File: src/verilog/rsa_pkg.sv
// shared sizes and types for the 4x4 multiply engine
// all arithmetic wraps mod 2^16 and counters assume four steps and columns
package rsa_pkg;

  // array geometry
  localparam int ARRAY_X      = 4;
  localparam int ARRAY_Y      = 4;
  localparam int DATA_W       = 16;
  localparam int K_STEPS      = 4;
  // skewed wavefront needs x+y cycles to reach the far corner
  localparam int FLUSH_CYCLES = ARRAY_X + ARRAY_Y;
  localparam int STEP_W       = 2;
  localparam int FLUSH_W      = $clog2(FLUSH_CYCLES);

  typedef logic [DATA_W-1:0] data_t;
  // one A column, one result column or one bank word
  typedef data_t [ARRAY_X-1:0] a_vec_t;
  // one B row
  typedef data_t [ARRAY_Y-1:0] b_vec_t;

  typedef enum logic {A_STREAM, A_BANK} a_src_e;
  typedef enum logic [1:0] {B_STREAM, B_CONST, B_ZERO} b_src_e;

  typedef struct packed {
    a_src_e a_src;
    b_src_e b_src;
    logic   write_back;
  } rsa_cmd_t;

  // per-step control toward the operand selectors
  typedef struct packed {
    logic   en;
    a_src_e a_sel;
    b_src_e b_sel;
  } lane_ctrl_t;

endpackage

File: src/verilog/rsa_temp_bank.sv
// flop bank of K_STEPS result columns with one write port
// read is combinational so a new word is visible the cycle after its write
`timescale 1ns/100ps
module rsa_temp_bank (
  input  logic                       clk,
  input  logic                       i_arst_n,
  input  logic                       i_we,
  input  logic [rsa_pkg::STEP_W-1:0] i_waddr,
  input  rsa_pkg::a_vec_t            i_wdata,
  input  logic [rsa_pkg::STEP_W-1:0] i_raddr,
  output rsa_pkg::a_vec_t            o_rdata
);
  import rsa_pkg::*;

  // word k holds result column k
  a_vec_t mem_q [K_STEPS];

  always_ff @(posedge clk or negedge i_arst_n) begin
    if (!i_arst_n) begin
      for (int w = 0; w < K_STEPS; w++) begin
        mem_q[w] <= '0;
      end
    end else if (i_we) begin
      mem_q[i_waddr] <= i_wdata;
    end
  end

  // column k feeds A at step k of a chained product
  assign o_rdata = mem_q[i_raddr];

endmodule

File: config.mk
export PLATFORM = sky130hd
export DESIGN_NAME = rsa_temp_bank
export DESIGN_NICKNAME = d
export VERILOG_FILES = /design/src/verilog/rsa_pkg.sv /design/src/verilog/rsa_temp_bank.sv
export SDC_FILE = /design/constraint.sdc
export NUM_CORES = 1
export LEC_CHECK = 0
export ABC_AREA = 1
export BUFFER_PORTS_ARGS = -buffer_cell sky130_fd_sc_hd__buf_2
export CAP_MARGIN = 20
export CORE_AREA = 2 2 146 205
export CTS_CLUSTER_DIAMETER = 40
export DETAILED_ROUTE_END_ITERATION = 10
export DIE_AREA = 0 0 148 207
export HOLD_SLACK_MARGIN = 0.02
export PLACE_DENSITY = 0.69
export SYNTH_ARGS = -nofsm -noshare
export SYNTH_HDL_FRONTEND = slang
export SYNTH_SLANG_ARGS = --single-unit
File: constraint.sdc
create_clock -name clk -period 1.3 [get_ports clk]
set_input_delay 0.195 -clock clk [delete_from_list [all_inputs] [get_ports clk]]
set_output_delay 0.195 -clock clk [all_outputs]
set_load 0.005 [all_outputs]
==> summary.txt <==
Layout
  – Layout fillers: ~2700
  – Area Growth Syn to Fin: 27.8%
  – Max reg flops: approximately 260
  – Diode count: 0
  – Most frequent cells in the layout: nand2_1, inv_1, dfrtp_1
  – Share of cells above drive strength 1: 0.181
  – Commonest non-fill, non-tap cell in the layout: nand2_1
  – Top Registers: mem_q x256
  – Nets@finish: roughly 2100
  – Multi-input logic area: ~5300 um2
  – Reg area: 6410 um2
  – Top reg by flops: mem_q

Route
  – Post-DRT Antenna Nets: 0
  – Iteration-0 DRC Markers: between 1000 and 1500
  – DRT Pass-1 Iters: 6
  – WL per Instance: roughly 15 um
  – DRC: 0
  – Routed WL: roughly 37 mm
  – Vias per inst: 5.04
  – Detailed-route via count: roughly 12000

Place
  – IO buf count: 134
  – Placer congestion estimate: approximately 0.79
  – Worst slack, placed: ~0.036 ns
  – Post-DP HPWL: ~21 mm

Floorplan
  – # rows: 74
  – Top Ports: about 140
  – Die Y: 207 um
  – Effective utilization at floorplan: 0.460
  – Die span in x: between 100 and 150 um
  – Core ar.: between 20000 and 30000 um2
  – Die area: between 30000 and 40000 um2

Global routing
  – GR Util All Layers: 0.239
  – Number of global-route vias before repair: about 12000
  – Initial antenna violation count: 0
  – First-pass GRT wire length: between 60 and 70 mm
  – Largest net degree at the start of global routing: between 100 and 150
  – GRT overflow: 0

Run
  – MaxCap Viol Count: 0

Clock tree
  – Worst-path clk slew: approximately 0.06 ns
  – H-tree depth: 1
  – Clock latency on the worst-skew pair: around 0.55 ns
  – CTS sink cnt: 256
  – Root Buffer Master: clkbuf_16
  – Total clock buffers created by CTS: 31
  – TritonCTS clock tree: done
  – Clock buffer depth: 3

Yosys
  – Post-Synthesis Cell Area: roughly 13000 um2
  – Yosys cell types: 16
  – Synth top area cells: dfrtp_1, nand2_1, inv_1
  – Sequential-to-total area share from yosys stat: 0.482
  – Net count after synthesis: 1938
  – Yosys top cell area share: 0.482
  – Avg Cell Area, Syn: between 7 and 8 um2
  – Leading area contributor after synthesis: dfrtp_1
  – Synth warn: 0
  – #FFs+latches synth: 256
  – Mapped Cells: approximately 1900

Timing
  – Final worst-path cycle share: 1.19
  – Final Hold Viols: 0
  – RSZ-0062 raised after global routing: yes
  – Slew @ Worst Pin: 0.529 ns
  – Worst Skew: 0 ns
  – Final Slew Violations: 0
  – Minimum clock period: roughly 1.6 ns
  – Fmax: about 640 MHz
  – Final setup violating endpoints: 64
  – Final WS setup: -0.250 ns
  – Worst rel slew slack: 0.648

Worst setup path
  – Worst setup EP type: output pin
  – Slowest-stage cell, CP: dfrtp_1
  – CP max stage delay: ~0.38 ns
  – CP Cell Sequence: inv_1, nand2_1, nand3_1, nand2_2, buf_2
  – Critical path peak fanout: 2
  – Top delay family on crit path: flip-flops
  – Startpoint Class: flip-flop
  – Critical Path AT: about 1.4 ns
  – Critical path type: flip-flop to output pin
  – Buffers & Inverters on Critical Path: 2
  – CP Data Required Time: 1.11 ns

Run status
  – Status: finished with violations
  – Failing checks: setup timing

Pwr
  – Pwr/cell area: around 1400 nW/um2
  – Maximum vdd drop: between 1 and 1.5 mV
  – Pwr Total: around 0.024 W
  – Leak pwr: ~9.7 nW

Hold path
  – Hold Path Class: primary input to async pin
## cells in the mapped netlist
library cell  number
buf_1              3
buf_2            109
buf_4             13
buf_6              1
clkbuf_1           4
dfrtp_1          256
inv_1            323
inv_2              1
nand2_1          768
nand2_2            1
nand3_1          193
nand3_2            2
nand4_1          128
nor2_1             1
o21ai_0            4
o21ai_1           60
## cell families (layout without fill, tap and decap cells)
logic type,after synthesis,in the layout,synth area share
compound gates,64,64,0.0241
flops,256,256,0.482
buf+inv,454,683,0.143
simple gates,1093,1093,0.352
## timing repair
action                                  CTS  global route
buffers inserted                         20            42
hold buffers                             65             0
pin swaps                                50            44
endpoints found under the setup margin   64            64
gates resized for setup                  34            46
endpoints found under the hold margin   512             0
## worst paths after layout
kind / startpoint / to / slack, ns / cells after the start
max in group asynchronous: i_arst_n / mem_q[95] / 0.65 / 3
min in group clk: i_we / mem_q[152] / 0.18 / 4
min reg2reg: mem_q[203] / mem_q[203] / 0.47 / 2
max reg2reg: mem_q[47] / mem_q[47] / 0.44 / 4
min: i_arst_n / mem_q[71] / 0.05 / 2
max: mem_q[158] / o_rdata[30] / -0.25 / 5
## cell type report
type,instances,area share
sequential,256,0.377
inverter,324,0.0717
multi-input combinational,1157,0.310
clock buffer,37,0.0487
tap,380,0.0280
clock inverter,17,0.0134
timing repair buffer,305,0.152
## metrics by stage
stage	TNS [ns]	hold WS [ns]	cells	utilization	area [um2]
2_1_floorplan	0	-0.101	1867	-	13300
3_3_place_gp	0	0.0292	2295	0.505	14600
3_5_place_dp	0	0.0306	2295	0.505	14600
4_1_cts	-14.27	0.0284	2434	0.572	16500
5_1_grt	-17.06	0.0548	2476	0.588	17000
6_report	-13.06	0.0541	2476	0.588	17000
## report_power, final
group          switching, W  internal, W  leakage, nW
logic               0.00277      0.00212         5.97
registers          0.000662      0.00924         3.19
clock network       0.00343      0.00550        0.510
## metal layers
layer	part of all wire	global-route usage
met3	0.059	0.0333
met2	0.49	0.405
met5	0	0
met4	0.024	0.0745
met1	0.42	0.318
Note: power is estimated with default switching activity, not from simulation.
