### config.mk
export PLATFORM = sky130hd
export DESIGN_NAME = rsa_const_buf
export DESIGN_NICKNAME = d
export VERILOG_FILES = /design/src/verilog/rsa_pkg.sv /design/src/verilog/rsa_const_buf.sv
export SDC_FILE = /design/constraint.sdc
export NUM_CORES = 1
export LEC_CHECK = 0
export BUFFER_PORTS_ARGS = -buffer_cell sky130_fd_sc_hd__clkbuf_2
export CAP_MARGIN = 20
export CORE_ASPECT_RATIO = 1.4
export CORE_MARGIN = 2
export CORE_UTILIZATION = 55
export DETAILED_ROUTE_END_ITERATION = 16
export GPL_ROUTABILITY_DRIVEN = 0
export PLACE_DENSITY = 0.84
export REMOVE_ABC_BUFFERS = 1
export SLEW_MARGIN = 10
export SYNTH_ARGS = -nofsm -noshare
export SYNTH_HDL_FRONTEND = slang
export SYNTH_SLANG_ARGS = --single-unit
export TNS_END_PERCENT = 5
### constraint.sdc
create_clock -name clk -period 3.7 [get_ports clk]
set_input_delay 0.37 -clock clk [delete_from_list [all_inputs] [get_ports clk]]
set_output_delay 0.37 -clock clk [all_outputs]
set_load 0.1 [all_outputs]
### src/verilog/rsa_pkg.sv
// shared sizes and types for the 4x4 multiply engine
// all arithmetic wraps mod 2^16 and counters assume four steps and columns
package rsa_pkg;

  // array geometry
  localparam int ARRAY_X      = 4;
  localparam int ARRAY_Y      = 4;
  localparam int DATA_W       = 16;
  localparam int K_STEPS      = 4;
  // skewed wavefront needs x+y cycles to reach the far corner
  localparam int FLUSH_CYCLES = ARRAY_X + ARRAY_Y;
  localparam int STEP_W       = 2;
  localparam int FLUSH_W      = $clog2(FLUSH_CYCLES);

  typedef logic [DATA_W-1:0] data_t;
  // one A column, one result column or one bank word
  typedef data_t [ARRAY_X-1:0] a_vec_t;
  // one B row
  typedef data_t [ARRAY_Y-1:0] b_vec_t;

  typedef enum logic {A_STREAM, A_BANK} a_src_e;
  typedef enum logic [1:0] {B_STREAM, B_CONST, B_ZERO} b_src_e;

  typedef struct packed {
    a_src_e a_src;
    b_src_e b_src;
    logic   write_back;
  } rsa_cmd_t;

  // per-step control toward the operand selectors
  typedef struct packed {
    logic   en;
    a_src_e a_sel;
    b_src_e b_sel;
  } lane_ctrl_t;

endpackage

### src/verilog/rsa_const_buf.sv
// B words fill lanes 0..3 in strobe order and the address wraps mod 4
// a cycle without the strobe restarts the fill at lane 0
`timescale 1ns/100ps
module rsa_const_buf (
  input  logic            clk,
  input  logic            i_arst_n,
  input  logic            i_wr,
  input  rsa_pkg::data_t  i_data,
  output rsa_pkg::b_vec_t o_vec
);
  import rsa_pkg::*;

  logic [STEP_W-1:0] addr_q;
  b_vec_t            vec_q;

  always_ff @(posedge clk or negedge i_arst_n) begin
    if (!i_arst_n) begin
      addr_q <= '0;
      vec_q  <= '0;
    end else if (i_wr) begin
      vec_q[addr_q] <= i_data;
      addr_q        <= addr_q + 1'b1;
    end else begin
      // strobe gap
      addr_q <= '0;
    end
  end

  // held vector read with no delay
  assign o_vec = vec_q;

endmodule

==> results of run 1 <==
synthesized netlist by cell type:
library cell and instances:
dfrtp_1 66, mux2_4 40, mux2_2 24, buf_12 4
ha_1 4, nand2_8 4, inv_1 2, and2_1 1
buf_6 1, nor2b_1 1
final cells by class:
class	instances	area [um2]	area share
clock buffer	13	158.9	0.04688
clock inverter	2	60.06	0.01772
inverter	2	7.507	0.002215
multi-input combinational	74	1013	0.2990
sequential	66	1652	0.4873
tap	64	80.08	0.02362
timing repair buffer	83	417.9	0.1233
per-stage QoR:
step	std cells	setup WS (ns)	hold slack (ns)
6_report	304	2.120	0.09547
5_1_grt	304	2.109	0.1467
4_1_cts	304	2.130	0.1178
3_5_place_dp	289	2.259	0.4762
3_3_place_gp	289	2.274	0.4753
2_1_floorplan	142	2.396	0.07441
sequential cells by signal, summed over array words and instances (netlist names):
name	cells
o_vec	64
addr_q	2
path summary, 6_finish.rpt:
path / slack, ns / endpoint / start / depth (start not counted)
worst max-delay path: 2.12 / o_vec[21] / o_vec[21] / 1
worst max register to register: 2.26 / o_vec[35] / addr_q[0] / 4
max in group asynchronous: 2.69 / addr_q[0] / i_arst_n / 2
worst min register to register: 0.50 / addr_q[0] / addr_q[0] / 1
worst min-delay path: 0.1 / o_vec[0] / i_arst_n / 1
min in group clk: 0.31 / o_vec[51] / i_data[3] / 2
cells by family after synthesis:
logic type                 count (synthesis)  synth area share
buffers and inverters                      7           0.03576
and+or+nand+nor                            6           0.03350
muxes                                     64            0.3151
DFF                                       66            0.5976
adders and majority gates                  4           0.01811
routing by layer:
layer	part of all wire	up-vias
li1	-	689
met1	0.41	771
met2	0.52	45
met3	0.041	9
met4	0.023	0
met5	0	-
==> impl_metrics.py, run 1 <==
metrics = {
    "critical_path": {
        "cpPeakStageDelay_ns": 0.48,
        "crit_slowest_cell": "clkbuf_2",
        "crit_family": "buffers and inverters",
        "crit_path_end_kind": "primary output",
        "path_class": "reg2out",
        "path_cells": "clkbuf_2",
        "critPathBufInv": 1,
        "cp_data_arrival_time_ns": 1.21,
        "start_kind": "register",
        "required_ns": 3.33,
        "cp_max_fo": 2,
    },
    "cts": {
        "clkTransAtPathRegs_ns": 0.07,
        "cts_hold_buffers": 0,
        "cts_buffer_depth": 2,
        "clk_latency_ns": 0.34,
        "cts_inserted_buffers": 9,
        "h-tree-depth": 3,
        "cts_setup_buffers": 0,
        "cts_root_buf": "clkbuf_8",
        "tritoncts": "built",
        "cts_sinks": 66,
        "cts-resized-gates": 0,
    },
    "detailed_routing": {
        "drc": 0,
        "antenna_left": 0,
        "wirelength_um": 5167,
        "route.vias.total": 1514,
        "firstDrtPassIters": 3,
        "drt_iter0_markers": 51,
        "wl_per_cell_um": 17.00,
        "viasPerCell": 4.980,
    },
    "global_routing": {
        "first_global_vias": 1623,
        "use_met1": 0.2461,
        "grt-busiest-layer": "met2",
        "antenna_found_initial": 0,
        "track_usage": 0.2038,
        "grt_max_degree": 35,
        "met3_usage": 0.04242,
        "grt_pass1_wl_um": 8280,
        "grt_overflow": 0,
        "met2_usage": 0.3390,
    },
    "placed_design": {
        "numPortBuffers": 82,
        "placed_area_um2": 3171,
        "dpl.hpwl_um": 3542,
    },
    "floorplan": {
        "die_area_um2": 5616,
        "start_util": 0.5708,
        "fp.coreArea_um2": 4842,
        "dieWidth_um": 63.91,
        "die_y_um": 87.88,
        "std_cell_rows": 30,
        "ios": 83,
    },
    "sta": {
        "final_hold_viol_count": 0,
        "timing.final.crit_share": 0.4270,
        "clock.fmax_ghz": 0.6330,
        "tightest_slew_ns": 0.7704,
        "min_period_ns": 1.580,
        "tns_ns": 0,
        "slew_viol_final": 0,
        "setup_viol": 0,
        "fin_worst_skew_ns": 0.008729,
        "maxSlewHeadroom": 0.4864,
        "rsz0062_at_grt": "false",
    },
    "logic_synthesis": {
        "ys_warn_count": 0,
        "post-synth-top-area-cell": "dfrtp_1",
        "yosysUniqueCellTypes": 10,
        "synthTopCellsByArea": "dfrtp_1 60%, mux2_4 22%, mux2_2 9.8%",
        "synthCells": 147,
        "yosysSeqAreaShare": 0.5976,
        "avgSynthCellArea_um2": 18.80,
        "syn_area_um2": 2764,
        "synth_top_area_share": 0.5976,
        "ys_seq_elements": 66,
    },
    "layout": {
        "fill_cells": 332,
        "final_cell_mix": "82 x clkbuf_2, 66 x dfrtp_1, 40 x mux2_4",
        "final_nets": 259,
        "layout-drive-gt1-share": 0.6833,
        "final_common_cell": "clkbuf_2",
        "final_core_util": 0.7000,
        "n_antenna_cell": 0,
        "final_area_um2": 3390,
        "area.growth.synth_to_final_pct": 22.63,
    },
    "hold_path": {
        "hold_class": "in2async",
    },
    "job": {
        "drv_cap": 0,
    },
    "run_status": {
        "outcome": "finished clean",
    },
}
Power of run 1 is not shown: default switching activity piles up to over one toggle a cycle in this logic, so the estimate is an artifact.
==> run 2: changes to the inputs <==
--- a/config.mk
+++ b/config.mk
@@ -9,10 +9,10 @@
 export CAP_MARGIN = 20
 export CORE_ASPECT_RATIO = 1.4
 export CORE_MARGIN = 2
-export CORE_UTILIZATION = 55
+export CORE_UTILIZATION = 46
 export DETAILED_ROUTE_END_ITERATION = 16
 export GPL_ROUTABILITY_DRIVEN = 0
-export PLACE_DENSITY = 0.84
+export PLACE_DENSITY = 0.75
 export REMOVE_ABC_BUFFERS = 1
 export SLEW_MARGIN = 10
 export SYNTH_ARGS = -nofsm -noshare
==> constraint.sdc (replaced) <==
create_clock -name clk -period 1.4 [get_ports clk]
set_input_delay 0.14 -clock clk [delete_from_list [all_inputs] [get_ports clk]]
set_output_delay 0.14 -clock clk [all_outputs]
set_load 0.1 [all_outputs]
==> run 2 against run 1 <==
Via count grew 3.1%; first-iteration DRC count up 55%; cell area grew 3.0%; worst setup slack lost 2.1 ns; register-to-register slack got worse by 2.2 ns; critical path depth rose by 2.
==> impl_metrics.py, run 2 (synthesis results as in run 1) <==
metrics = {
    "run_status": {
        "outcome": "finished clean",
    },
    "placed_design": {
        "dpl.hpwl_um": 3587,
        "numPortBuffers": 82,
    },
    "sta": {
        "rsz0062_at_grt": "true",
        "clock.fmax_ghz": 0.7202,
        "final_hold_viol_count": 0,
        "maxSlewHeadroom": 0.5314,
        "whs_ns": 0.06817,
        "setup_viol": 0,
        "fin_worst_skew_ns": 0.01020,
        "tightest_slew_ns": 0.7030,
        "timing.final.crit_share": 0.9918,
        "slew_viol_final": 0,
        "min_period_ns": 1.388,
    },
    "floorplan": {
        "die_y_um": 95.72,
        "die_area_um2": 6653,
        "dieWidth_um": 69.51,
        "std_cell_rows": 33,
        "ios": 83,
        "start_util": 0.4747,
        "fp.coreArea_um2": 5822,
    },
    "detailed_routing": {
        "firstDrtPassIters": 4,
        "wl_per_cell_um": 17.81,
        "drt_iter0_markers": 79,
        "wirelength_um": 5627,
        "route.vias.total": 1561,
        "antenna_left": 0,
        "drc": 0,
        "viasPerCell": 4.940,
    },
    "cts": {
        "cts_inserted_buffers": 9,
        "clkTransAtPathRegs_ns": 0.08,
        "cts_buffer_depth": 2,
        "cts_root_buf": "clkbuf_8",
        "tritoncts": "built",
        "cts_sinks": 66,
        "clk_latency_ns": 0.35,
        "h-tree-depth": 3,
    },
    "layout": {
        "final_cell_mix": "82 x clkbuf_2, 65 x dfrtp_1, 40 x mux2_4",
        "final_common_cell": "clkbuf_2",
        "fill_cells": 442,
        "largest_register_ffs": 64,
        "n_antenna_cell": 0,
        "register_area_um2": 1653,
        "area.growth.synth_to_final_pct": 26.35,
        "final_nets": 264,
        "multi_input_area_um2": 1107,
        "layout-drive-gt1-share": 0.7236,
    },
    "global_routing": {
        "grt_pass1_wl_um": 8569,
        "track_usage": 0.1753,
        "grt_max_degree": 57,
        "antenna_found_initial": 0,
        "grt_overflow": 0,
        "first_global_vias": 1575,
    },
    "critical_path": {
        "start_kind": "register",
        "crit_path_end_kind": "register",
        "required_ns": 1.63,
        "cp_data_arrival_time_ns": 1.62,
        "cp_max_fo": 8,
        "path_class": "reg2reg",
    },
    "job": {
        "drv_cap": 0,
    },
    "hold_path": {
        "hold_class": "in2reg",
    },
}
==> run 2: changes by cell type in the layout (fill, tap and decap cells not counted), moves of 2 or more <==
| cell | change |
|---|---|
| ha_1 | -4 |
| clkinv_2 | +3 |
| ha_4 | +3 |
| nand2_4 | +3 |
| clkbuf_1 | -2 |
| clkbuf_8 | -2 |
| clkinv_4 | +2 |
| inv_1 | -2 |
==> run 2: final cells by class <==
type	instances	area share
flip-flops and latches	66	0.4733
multi-input cells	78	0.3171
repair buffers	84	0.1261
clock buffers	9	0.03547
well taps	70	0.02508
clock inverters	7	0.02006
inverters	2	0.002866
==> run 2: critical path, stage by stage, from the launching register on <==
cell,delay (ns)
dfrtp_2,0.45
ha_2,0.30
nand2_4,0.17
mux2_4,0.35
==> run 2: through the flow <==
stage	setup WS, ns	instances	setup TNS, ns	utilization	instance area (um2)
2_1_floorplan	0.09631	142	0	-	2673
3_3_place_gp	0.04734	295	0	0.5480	3191
3_5_place_dp	-0.02551	295	-0.08702	0.5480	3191
4_1_cts	-0.02689	314	-0.2354	0.5878	3422
5_1_grt	-0.01616	316	-0.07203	0.5998	3492
6_report	0.01154	316	0	0.5998	3492
==> run 2: timing repair <==
item,in CTS,in global routing
pin swaps,0,0
resized for setup,2,10
endpoints found under the setup margin,29,50
hold buffers,1,0
setup buffers,0,0
gates cloned,2,2
hold endpoints to repair,10,0
==> run 2: per-layer routing <==
layer / vias up / GRT usage / share of wire
met1: 800 / 0.2061 / 0.39
li1: 715 / - / -
met4: 0 / 0.1046 / 0.016
met3: 9 / 0.04398 / 0.038
met5: - / 0 / 0
met2: 37 / 0.2925 / 0.55
==> run 2: path summary, 6_finish.rpt <==
check,cells past startpoint,to,slack [ns],from
hold reg to reg,1,o_vec[35],0.51,o_vec[35]
hold / removal,2,o_vec[48],0.07,i_data[0]
min in group asynchronous,2,o_vec[29],0.24,i_arst_n
setup reg to reg,3,o_vec[59],0.01,addr_q[0]
setup / recovery,3,o_vec[59],0.01,addr_q[0]
max in group asynchronous,3,o_vec[12],0.58,i_arst_n
Power of run 2 is left out for the same reason.
