## src/verilog/rsa_pkg.sv

```systemverilog
// shared sizes and types for the 4x4 multiply engine
// all arithmetic wraps mod 2^16 and counters assume four steps and columns
package rsa_pkg;

  // array geometry
  localparam int ARRAY_X      = 4;
  localparam int ARRAY_Y      = 4;
  localparam int DATA_W       = 16;
  localparam int K_STEPS      = 4;
  // skewed wavefront needs x+y cycles to reach the far corner
  localparam int FLUSH_CYCLES = ARRAY_X + ARRAY_Y;
  localparam int STEP_W       = 2;
  localparam int FLUSH_W      = $clog2(FLUSH_CYCLES);

  typedef logic [DATA_W-1:0] data_t;
  // one A column, one result column or one bank word
  typedef data_t [ARRAY_X-1:0] a_vec_t;
  // one B row
  typedef data_t [ARRAY_Y-1:0] b_vec_t;

  typedef enum logic {A_STREAM, A_BANK} a_src_e;
  typedef enum logic [1:0] {B_STREAM, B_CONST, B_ZERO} b_src_e;

  typedef struct packed {
    a_src_e a_src;
    b_src_e b_src;
    logic   write_back;
  } rsa_cmd_t;

  // per-step control toward the operand selectors
  typedef struct packed {
    logic   en;
    a_src_e a_sel;
    b_src_e b_sel;
  } lane_ctrl_t;

endpackage

```

## src/verilog/rsa_ctrl.sv

```systemverilog
// one command at a time and start is ignored while busy
// drain lasts ARRAY_Y cycles with no way to stall it
`timescale 1ns/100ps
module rsa_ctrl (
  input  logic                       clk,
  input  logic                       i_arst_n,
  input  logic                       i_start,
  input  rsa_pkg::rsa_cmd_t          i_cmd,
  input  logic                       i_opnd_vld,
  output rsa_pkg::lane_ctrl_t        o_lane,
  output logic [rsa_pkg::STEP_W-1:0] o_step,
  output logic                       o_clear,
  output logic                       o_drain,
  output logic                       o_bank_we,
  output logic                       o_c_vld,
  output logic [rsa_pkg::STEP_W-1:0] o_c_idx,
  output logic                       o_busy,
  output logic                       o_done
);
  import rsa_pkg::*;

  typedef enum logic [1:0] {S_IDLE, S_FEED, S_FLUSH, S_DRAIN} state_e;

  state_e             state_q;
  rsa_cmd_t           cmd_q;
  logic [STEP_W-1:0]  step_q;
  logic [STEP_W-1:0]  col_q;
  logic [FLUSH_W-1:0] flush_q;
  logic               start_ok;
  logic               step_ok;
  logic               drain_act;

  assign start_ok  = i_start && (state_q == S_IDLE);
  // strobes outside feed are dropped
  assign step_ok   = i_opnd_vld && (state_q == S_FEED);
  assign drain_act = (state_q == S_DRAIN);

  always_ff @(posedge clk or negedge i_arst_n) begin
    if (!i_arst_n) begin
      state_q <= S_IDLE;
      cmd_q   <= '0;
      step_q  <= '0;
      col_q   <= '0;
      flush_q <= '0;
    end else begin
      case (state_q)
        S_IDLE: begin
          if (start_ok) begin
            cmd_q   <= i_cmd;
            step_q  <= '0;
            state_q <= S_FEED;
          end
        end
        S_FEED: begin
          if (step_ok) begin
            step_q <= step_q + 1'b1;
            if (step_q == STEP_W'(K_STEPS - 1)) begin
              flush_q <= '0;
              state_q <= S_FLUSH;
            end
          end
        end
        S_FLUSH: begin
          // let the last step reach PE(3,3)
          flush_q <= flush_q + 1'b1;
          if (flush_q == FLUSH_W'(FLUSH_CYCLES - 1)) begin
            col_q   <= '0;
            state_q <= S_DRAIN;
          end
        end
        default: begin
          col_q <= col_q + 1'b1;
          if (col_q == STEP_W'(ARRAY_Y - 1)) begin
            state_q <= S_IDLE;
          end
        end
      endcase
    end
  end

  // lane control follows the latched command
  assign o_lane.en    = step_ok;
  assign o_lane.a_sel = cmd_q.a_src;
  assign o_lane.b_sel = cmd_q.b_src;
  assign o_step       = step_q;

  // accumulators clear on the accepted start
  assign o_clear   = start_ok;
  assign o_drain   = drain_act;
  assign o_c_vld   = drain_act;
  assign o_c_idx   = col_q;
  assign o_bank_we = drain_act && cmd_q.write_back;
  assign o_busy    = (state_q != S_IDLE);
  assign o_done    = drain_act && (col_q == STEP_W'(ARRAY_Y - 1));

endmodule

```

## config.mk

```make
export PLATFORM = sky130hd
export DESIGN_NAME = rsa_ctrl
export DESIGN_NICKNAME = d
export VERILOG_FILES = /design/src/verilog/rsa_pkg.sv /design/src/verilog/rsa_ctrl.sv
export SDC_FILE = /design/constraint.sdc
export NUM_CORES = 1
export LEC_CHECK = 0
export ABC_AREA = 0
export BUFFER_PORTS_ARGS = -buffer_cell sky130_fd_sc_hd__clkbuf_2
export CAP_MARGIN = 20
export CORE_ASPECT_RATIO = 1.2
export CORE_MARGIN = 10
export CORE_UTILIZATION = 45
export DETAILED_ROUTE_END_ITERATION = 10
export GPL_ROUTABILITY_DRIVEN = 0
export PLACE_DENSITY = 0.83
export SLEW_MARGIN = 10
export SYNTH_ARGS = -nofsm -noshare
export SYNTH_HDL_FRONTEND = slang
export SYNTH_SLANG_ARGS = --single-unit
```

## constraint.sdc

```tcl
create_clock -name clk -period 1.7 [get_ports clk]
set_clock_uncertainty 0.2 [all_clocks]
set_input_delay 0.34 -clock clk [delete_from_list [all_inputs] [get_ports clk]]
set_output_delay 0.34 -clock clk [all_outputs]
set_load 0.05 [all_outputs]
```

==> results of run 1 <==
-- repair_timing --
| action | CTS | global route |
|---|---|---|
| hold buffers | 1 | 0 |
| setup endpoints to repair | 20 | 20 |
| endpoints found under the hold margin | 13 | 0 |
| pin swaps | 4 | 1 |
| setup buffers | 2 | 1 |
| resized for setup | 30 | 8 |
-- where the power goes --
part	switching (uW)	total [uW]	internal, uW	leakage [uW]
Clock	107	197	90.8	0.0000150
Sequential	112	575	463	0.000156
Combinational	1220	2410	1190	0.000491
-- stage by stage --
step	setup TNS (ns)	instance area, um2
final	-2.188	1365
after global routing	-3.005	1365
after CTS	-2.249	1328
after detailed placement	-1.004	1130
after global placement	-0.4811	1130
after floorplan	-0.3009	892.1
-- flip-flops by register name (all words and copies together), names as in the netlist --
register,flops
flush_q,3
o_lane,3
o_c_idx,2
o_step,2
state_q,2
cmd_q,1
-- cell usage after synthesis, drive strengths merged, types with 2 or more instances --
library cell  count  area share
nand3             2       0.011
mux2i             3       0.034
and2b             2       0.020
buf               7       0.064
mux2              7       0.095
and2              3       0.023
dfrtp            13        0.37
nor2b             2       0.014
nand2             5       0.024
a21oi             2       0.011
ha               10        0.14
inv               8       0.034
-- cell type report --
type / count / share of cell area
inverters: 8 / 0.02841
well taps: 19 / 0.01742
repair buffers: 43 / 0.2970
flip-flops and latches: 13 / 0.2429
clock buffers: 4 / 0.01925
multi-input cells: 50 / 0.3951
-- logic make-up after synthesis --
| kind of cell | after synthesis | share of synthesized area |
|---|---|---|
| flip-flops | 13 | 0.3725 |
| AO/OA/AOI/OAI | 9 | 0.09600 |
| buffers and inverters | 15 | 0.09885 |
| adder cells (fa/ha/maj) | 10 | 0.1433 |
| multiplexers | 10 | 0.1289 |
| AND/OR/NAND/NOR | 21 | 0.1605 |
-- worst max-delay path, delay by kind of cell (launching register included) --
| family | cells | cell delay, ns |
|---|---|---|
| adders and majority gates | 1 | 0.18 |
| and+or+nand+nor | 1 | 0.06 |
| DFF | 1 | 0.42 |
| buffers and inverters | 4 | 0.44 |
-- how the worst min path moves through the flow --
stage | start | end | slack, ns | cells after the start
detailed placement | i_arst_n | flush_q[2]$_DFFE_PN0P_ | 0.05 | 1
CTS | i_cmd[3] | o_lane[2]$_DFFE_PN0P_ | 0.10 | 2
finish | i_cmd[3] | o_lane[2]$_DFFE_PN0P_ | 0.10 | 2
global route | i_cmd[0] | cmd_q[0]$_DFFE_PN0P_ | 0.09 | 2
global placement | i_arst_n | flush_q[2]$_DFFE_PN0P_ | 0.05 | 1
floorplan | i_arst_n | cmd_q[0]$_DFFE_PN0P_ | -0.16 | 0
-- placed cells by master (no fill, tap or decap), types with 3 or more instances in the layout --
cell type   n
mux2_2      4
clkbuf_2   14
inv_1       4
buf_4      15
clkbuf_4    3
dfrtp_1     8
ha_1        6
dfrtp_2     5
buf_6       6
nand2_1     3
mux2_4      3
clkbuf_16   3
mux2i_1     3
-- metal layers --
layer	wire, um	part of all wire	vias up
met5	0	0	-
met1	831	0.37	343
li1	-	-	338
met2	1301	0.57	9
met4	45	0.020	0
met3	88	0.039	4
==> flow_summary.ini, run 1 <==
[outcome]
outcome = finished with violations
violations = negative setup slack

[setup_path]
rr_worst_depth = 5
crit_chain = inv_2, ha_4, buf_6, nand2_4, clkinvlp_4, buf_12
crit_slowest_cell = dfrtp_1
start_kind = flop
worstSetupEndpoint = o_clear
slowest_delay_ns = 0.42
crit_fanout = 3
crit_path_end_kind = output port
crit_type = flop to output port
r2r_slack_ns = -0.22
worstPathArrival_ns = 1.39
r2r_start = state_q[1]$_DFFE_PN0P_
crit_required_ns = 1.16
critPathLaunch = state_q[1]$_DFFE_PN0P_
r2r_end = state_q[1]$_DFFE_PN0P_

[floorplan]
core.rowCount = 17
die_h_um = 68.26
core_area_um2 = 1851
fp.dieW_um = 60.22
boundaryPins = 22
initial_core_util = 0.4719
die_area_um2 = 4110

[logic_synthesis]
syn_area_um2 = 873.3
synth_ff_type = dfrtp_1
yosysSeqAreaShare = 0.3725
synth_cells = 78
synth_edf_count = 0
yosys_warnings = 0
synth.distinct_cells = 30
async_flop_share = 1.000
syn_area_per_cell_um2 = 11.20
syn_nets = 96
ys_ff_latch = 13

[clock_tree]
root_buffer = clkbuf_4
cts.sinks = 13
h-tree-depth = 1
cts_tree = built
clockBufferDepth = 2
clkTransAtPathRegs_ns = 0.09
cts_made_buffers = 3
worstSkewPairLatency_ns = 0.27

[layout]
fillers = 121
seqCellArea_um2 = 331.6
fin_cells = 137
area_growth_pct = 56.30
nNetsFinal = 137
drive_gt1_frac = 0.6610
multi_input_area_um2 = 539.3
final_core_util = 0.7377
antenna_cells_inserted = 0

[global_route]
grt_antenna_before_repair = 0
grt_pass1_vias = 801
gr-usage-met1 = 0.1112
grt_max_degree = 14
grt_remaining_overflow = 0
grt-busiest-layer = met2
met3_usage = 0.02778
gr-usage-met2 = 0.2152
grtUsageTotal = 0.1125
grt_pass1_wl_um = 3588

[power]
ir_drop_mv = 1.265
cellPowerDensity_nw_per_um2 = 2331
p_leak_uw = 0.0006612
total_power_uw = 3182

[timing]
fin_crit_sh = 1.132
period_needed_ns = 1.925
rsz0062_at_grt = true
max_slew_margin = 0.7838
timing_hold_violations_final = 0
hold_slack_ns = 0.1015
drv_slew = 0
setup_viol = 15
layout_setup_ws_ns = -0.2252
tightestPinTransition_ns = 0.3242
max_freq_ghz = 0.5194

[routing]
drtIter0Drc = 8
wirelength_um = 2266
vias_per_cell = 5.066
drc = 0
vias = 694
drt-pass1-iter-count = 3
antenna_left = 0
wl_per_cell_um = 16.54

[run]
cap_viol_max_count = 0

[place]
port_buffers = 21
dp_hpwl_um = 1656
post-place-ws_ns = -0.1937
placed_cells = 129

[min_path]
hold_class = primary input to flop
Note: power is estimated with default switching activity, not from simulation.
==> run 2, diff against run 1 <==
Settings changed: CTS_BUF_LIST set to sky130_fd_sc_hd__clkbuf_4, PLACE_DENSITY 0.83 to 0.8.
Clock period 1.7 ns to 2.2 ns, I/O delays scaled along.
==> run 2 against run 1 <==
The flow now finishes without violations; worst setup slack gained 0.34 ns; sequential share of layout area increased by 7.6 points; cell count fell by 14%; critical path depth decreased by 1; wire length shrank 28%; die area is the same; utilization decreased by 19 points.
==> flow_summary.ini, run 2 (synthesis gave the netlist of run 1 again) <==
[run]
cap_viol_max_count = 0

[timing]
rsz0062_at_grt = false
timing_hold_violations_final = 0
period_needed_ns = 2.085
fin_crit_sh = 0.9479
max_freq_ghz = 0.4795
setup_viol = 0
max_slew_margin = 0.7714
tightestPinTransition_ns = 0.3428
drv_slew = 0
finalSetupTns_ns = 0

[global_route]
grt_pass1_wl_um = 2815
grt_remaining_overflow = 0
grt_max_degree = 14
grt_antenna_before_repair = 0
grt_pass1_vias = 667
grtUsageTotal = 0.08684

[clock_tree]
clkTransAtPathRegs_ns = 0.08
worstSkewPairLatency_ns = 0.26
h-tree-depth = 1
cts_tree = built
root_buffer = clkbuf_4
clockBufferDepth = 2
post-cts-setup-buffers = 0
cts_made_buffers = 3
cts.sinks = 13

[floorplan]
die_h_um = 68.26
initial_core_util = 0.4719
fp.dieW_um = 60.22
boundaryPins = 22
die_area_um2 = 4110
core.rowCount = 17
core_area_um2 = 1851

[routing]
wl_per_cell_um = 13.87
vias_per_cell = 5.186
drtIter0Drc = 19
wirelength_um = 1637
antenna_left = 0
drc = 0
vias = 612
drt-pass1-iter-count = 2

[setup_path]
crit_required_ns = 1.56
rr_worst_depth = 5
crit_fanout = 10
worstPathArrival_ns = 1.45
r2r_slack_ns = 0.13
crit_type = flop to output port
crit_path_end_kind = output port
start_kind = flop

[layout]
final_cell_mix = 19 x clkbuf_2, 13 x dfrtp_1, 8 x ha_1
nNetsFinal = 118
fillers = 170
area_growth_pct = 16.91
layout_commonest_cell = clkbuf_2
antenna_cells_inserted = 0
drive_gt1_frac = 0.4444

[place]
port_buffers = 21
dp_hpwl_um = 1396

[min_path]
holdPathStages = 2
hold_class = primary input to flop

[outcome]
outcome = finished clean
==> run 2: cell count changes in the layout (fill, tap and decap cells not counted), sizes merged <==
| cell | previous run | this run |
|---|---|---|
| buf | 25 | 2 |
| clkbuf | 21 | 25 |
| clkinvlp | 1 | 0 |
| inv | 7 | 8 |
==> run 2: area by class of cell <==
| cell class | count | area [um2] | share of cell area |
|---|---|---|---|
| multi-input cells | 50 | 476.7 | 0.4669 |
| well taps | 19 | 23.77 | 0.02328 |
| inverters | 8 | 30.03 | 0.02941 |
| repair buffers | 24 | 135.1 | 0.1324 |
| flip-flops and latches | 13 | 325.3 | 0.3186 |
| clock buffers | 4 | 30.03 | 0.02941 |
==> run 2: worst paths after layout <==
path | startpoint | end
setup / recovery | state_q[0]$_DFFE_PN0P_ | o_clear
hold / removal | i_cmd[1] | o_lane[0]$_DFFE_PN0P_
setup reg to reg | state_q[1]$_DFFE_PN0P_ | state_q[1]$_DFFE_PN0P_
hold reg to reg | cmd_q[0]$_DFFE_PN0P_ | cmd_q[0]$_DFFE_PN0P_
max in group asynchronous | i_arst_n | state_q[1]$_DFFE_PN0P_
min in group asynchronous | i_arst_n | cmd_q[0]$_DFFE_PN0P_
==> run 2: worst max-delay path: stages, from the launching register on <==
cell and delay (ns):
dfrtp_1 0.42, inv_1 0.17, ha_4 0.23, nand2_1 0.08
inv_1 0.06, clkbuf_4 0.22
==> run 2: per-stage QoR <==
stage	utilization	area (um2)	hold slack [ns]	cells	setup slack, ns
floorplan	-	873.3	-0.05559	78	0.1470
global placement	0.5193	960.9	0.1550	113	0.2084
detailed placement	0.5193	960.9	0.1537	113	0.1204
CTS	0.5436	1006	0.1970	118	0.006558
global route	0.5517	1021	0.1728	118	0.008804
finish	0.5517	1021	0.2018	118	0.1146
==> run 2: layer usage <==
layer / track usage / vias up / share of wire
li1: - / 305 / -
met1: 0.08887 / 297 / 0.42
met2: 0.1534 / 10 / 0.51
met3: 0.03889 / 0 / 0.073
met4: 0.02809 / 0 / 0
met5: 0 / - / 0
==> run 2: timing repair <==
item                                    4_1_cts  5_1_grt
gates resized for setup                       2        5
hold endpoints to repair                     13        0
hold buffers                                  1        0
endpoints found under the setup margin        1        2
gates cloned                                  0        0
Power of run 2 is not shown: default switching activity piles up to over one toggle a cycle in this logic, so the estimate is an artifact.
==> run 3, diff against run 2 <==
Settings changed: RECOVER_POWER set to 100.
==> run 3 against run 2 <==
Final area down 2.2%; critical path depth unchanged; flip-flop and latch count unchanged; sequential share of layout area up 0.72 points; worst hold slack about the same; cell count unchanged; critical endpoint is now state_q[1]$_DFFE_PN0P_; highest routed layer unchanged.
==> flow_summary.ini, run 3 (synthesis gave the netlist of run 1 again) <==
[clock_tree]
root_buffer = clkbuf_4
worstSkewPairLatency_ns = 0.26
cts_made_buffers = 3
cts_tree = built
clkTransAtPathRegs_ns = 0.08
post-cts-setup-buffers = 0
h-tree-depth = 1
cts.sinks = 13
clockBufferDepth = 2

[place]
dp_hpwl_um = 1396
post-place-ws_ns = 0.1204
port_buffers = 21

[floorplan]
fp.dieW_um = 60.22
die_area_um2 = 4110
core.rowCount = 17
die_h_um = 68.26
core_area_um2 = 1851
boundaryPins = 22
initial_core_util = 0.4719

[global_route]
grt_pass1_wl_um = 2815
grt_remaining_overflow = 0
grt_max_degree = 14
grt_pass1_vias = 667
grtUsageTotal = 0.08684
grt_antenna_before_repair = 0

[layout]
seqCellArea_um2 = 325.3
area_growth_pct = 14.33
multi_input_area_um2 = 471.7
drive_gt1_frac = 0.3232
final_cell_mix = 13 x dfrtp_1, 11 x clkbuf_2, 10 x clkbuf_1
nNetsFinal = 118
antenna_cells_inserted = 0
layout_commonest_cell = dfrtp_1
fillers = 175

[setup_path]
worstPathArrival_ns = 2.05
crit_path_end_kind = flop
crit_required_ns = 2.15
start_kind = flop
crit_fanout = 9
crit_type = flop to flop

[timing]
layout_setup_ws_ns = 0.1034
timing_hold_violations_final = 0
max_freq_ghz = 0.4770
finalSetupTns_ns = 0
max_slew_margin = 0.5287
rsz0062_at_grt = false
setup_viol = 0
drv_slew = 0
fin_crit_sh = 0.9530
period_needed_ns = 2.097
tightestPinTransition_ns = 0.7069

[outcome]
outcome = finished clean

[routing]
drc = 0
wl_per_cell_um = 14.02
drt-pass1-iter-count = 2
vias = 616
drtIter0Drc = 19
wirelength_um = 1654
antenna_left = 0
vias_per_cell = 5.220

[run]
cap_viol_max_count = 0

[min_path]
hold_class = primary input to flop
==> run 3: final cells by class <==
cell class | instances | share of cell area
clock buffers | 4 | 0.03008
inverters | 8 | 0.03008
multi-input cells | 50 | 0.4724
flip-flops and latches | 13 | 0.3258
well taps | 19 | 0.02381
repair buffers | 24 | 0.1178
==> run 3: layer usage <==
| metal | part of all wire | wire length [um] | global-route usage |
|---|---|---|---|
| met1 | 0.42 | 699 | 0.08887 |
| met2 | 0.50 | 832 | 0.1534 |
| met3 | 0.074 | 122 | 0.03889 |
| met4 | 0 | 0 | 0.02809 |
| met5 | 0 | 0 | 0 |
==> run 3: what timing repair did <==
item / CTS / global route
gates resized for setup: 2 / 5
pin swaps: 0 / 0
endpoints found under the hold margin: 13 / 0
endpoints found under the setup margin: 1 / 2
hold buffers: 1 / 0
cloned: 0 / 0
==> run 3: critical path: stages (launching register included) <==
cell	delay, ns
dfrtp_1	0.45
inv_2	0.12
ha_1	0.36
nor4_4	0.09
a2111oi_4	0.39
mux2_1	0.37
==> run 3: worst paths after layout <==
path	from	endpoint	slack, ns	cells past startpoint
worst min-delay path	i_cmd[1]	o_lane[0]$_DFFE_PN0P_	0.20	2
min in group asynchronous	i_arst_n	cmd_q[0]$_DFFE_PN0P_	0.53	2
max in group asynchronous	i_arst_n	flush_q[0]$_DFFE_PN0P_	0.83	2
worst max register to register	state_q[1]$_DFFE_PN0P_	state_q[1]$_DFFE_PN0P_	0.10	5
worst min register to register	cmd_q[0]$_DFFE_PN0P_	cmd_q[0]$_DFFE_PN0P_	0.31	1
worst max-delay path	state_q[1]$_DFFE_PN0P_	state_q[1]$_DFFE_PN0P_	0.10	5
==> run 3: per-stage QoR <==
stage            util  cell area [um2]  std cells  hold slack [ns]
2_1_floorplan       -            873.3         78         -0.05559
3_3_place_gp   0.5193            960.9        113           0.1550
3_5_place_dp   0.5193            960.9        113           0.1537
4_1_cts        0.5436             1006        118           0.1970
5_1_grt        0.5396            998.5        118           0.1729
6_report       0.5396            998.5        118           0.2014
Power of run 3 is left out for the same reason.
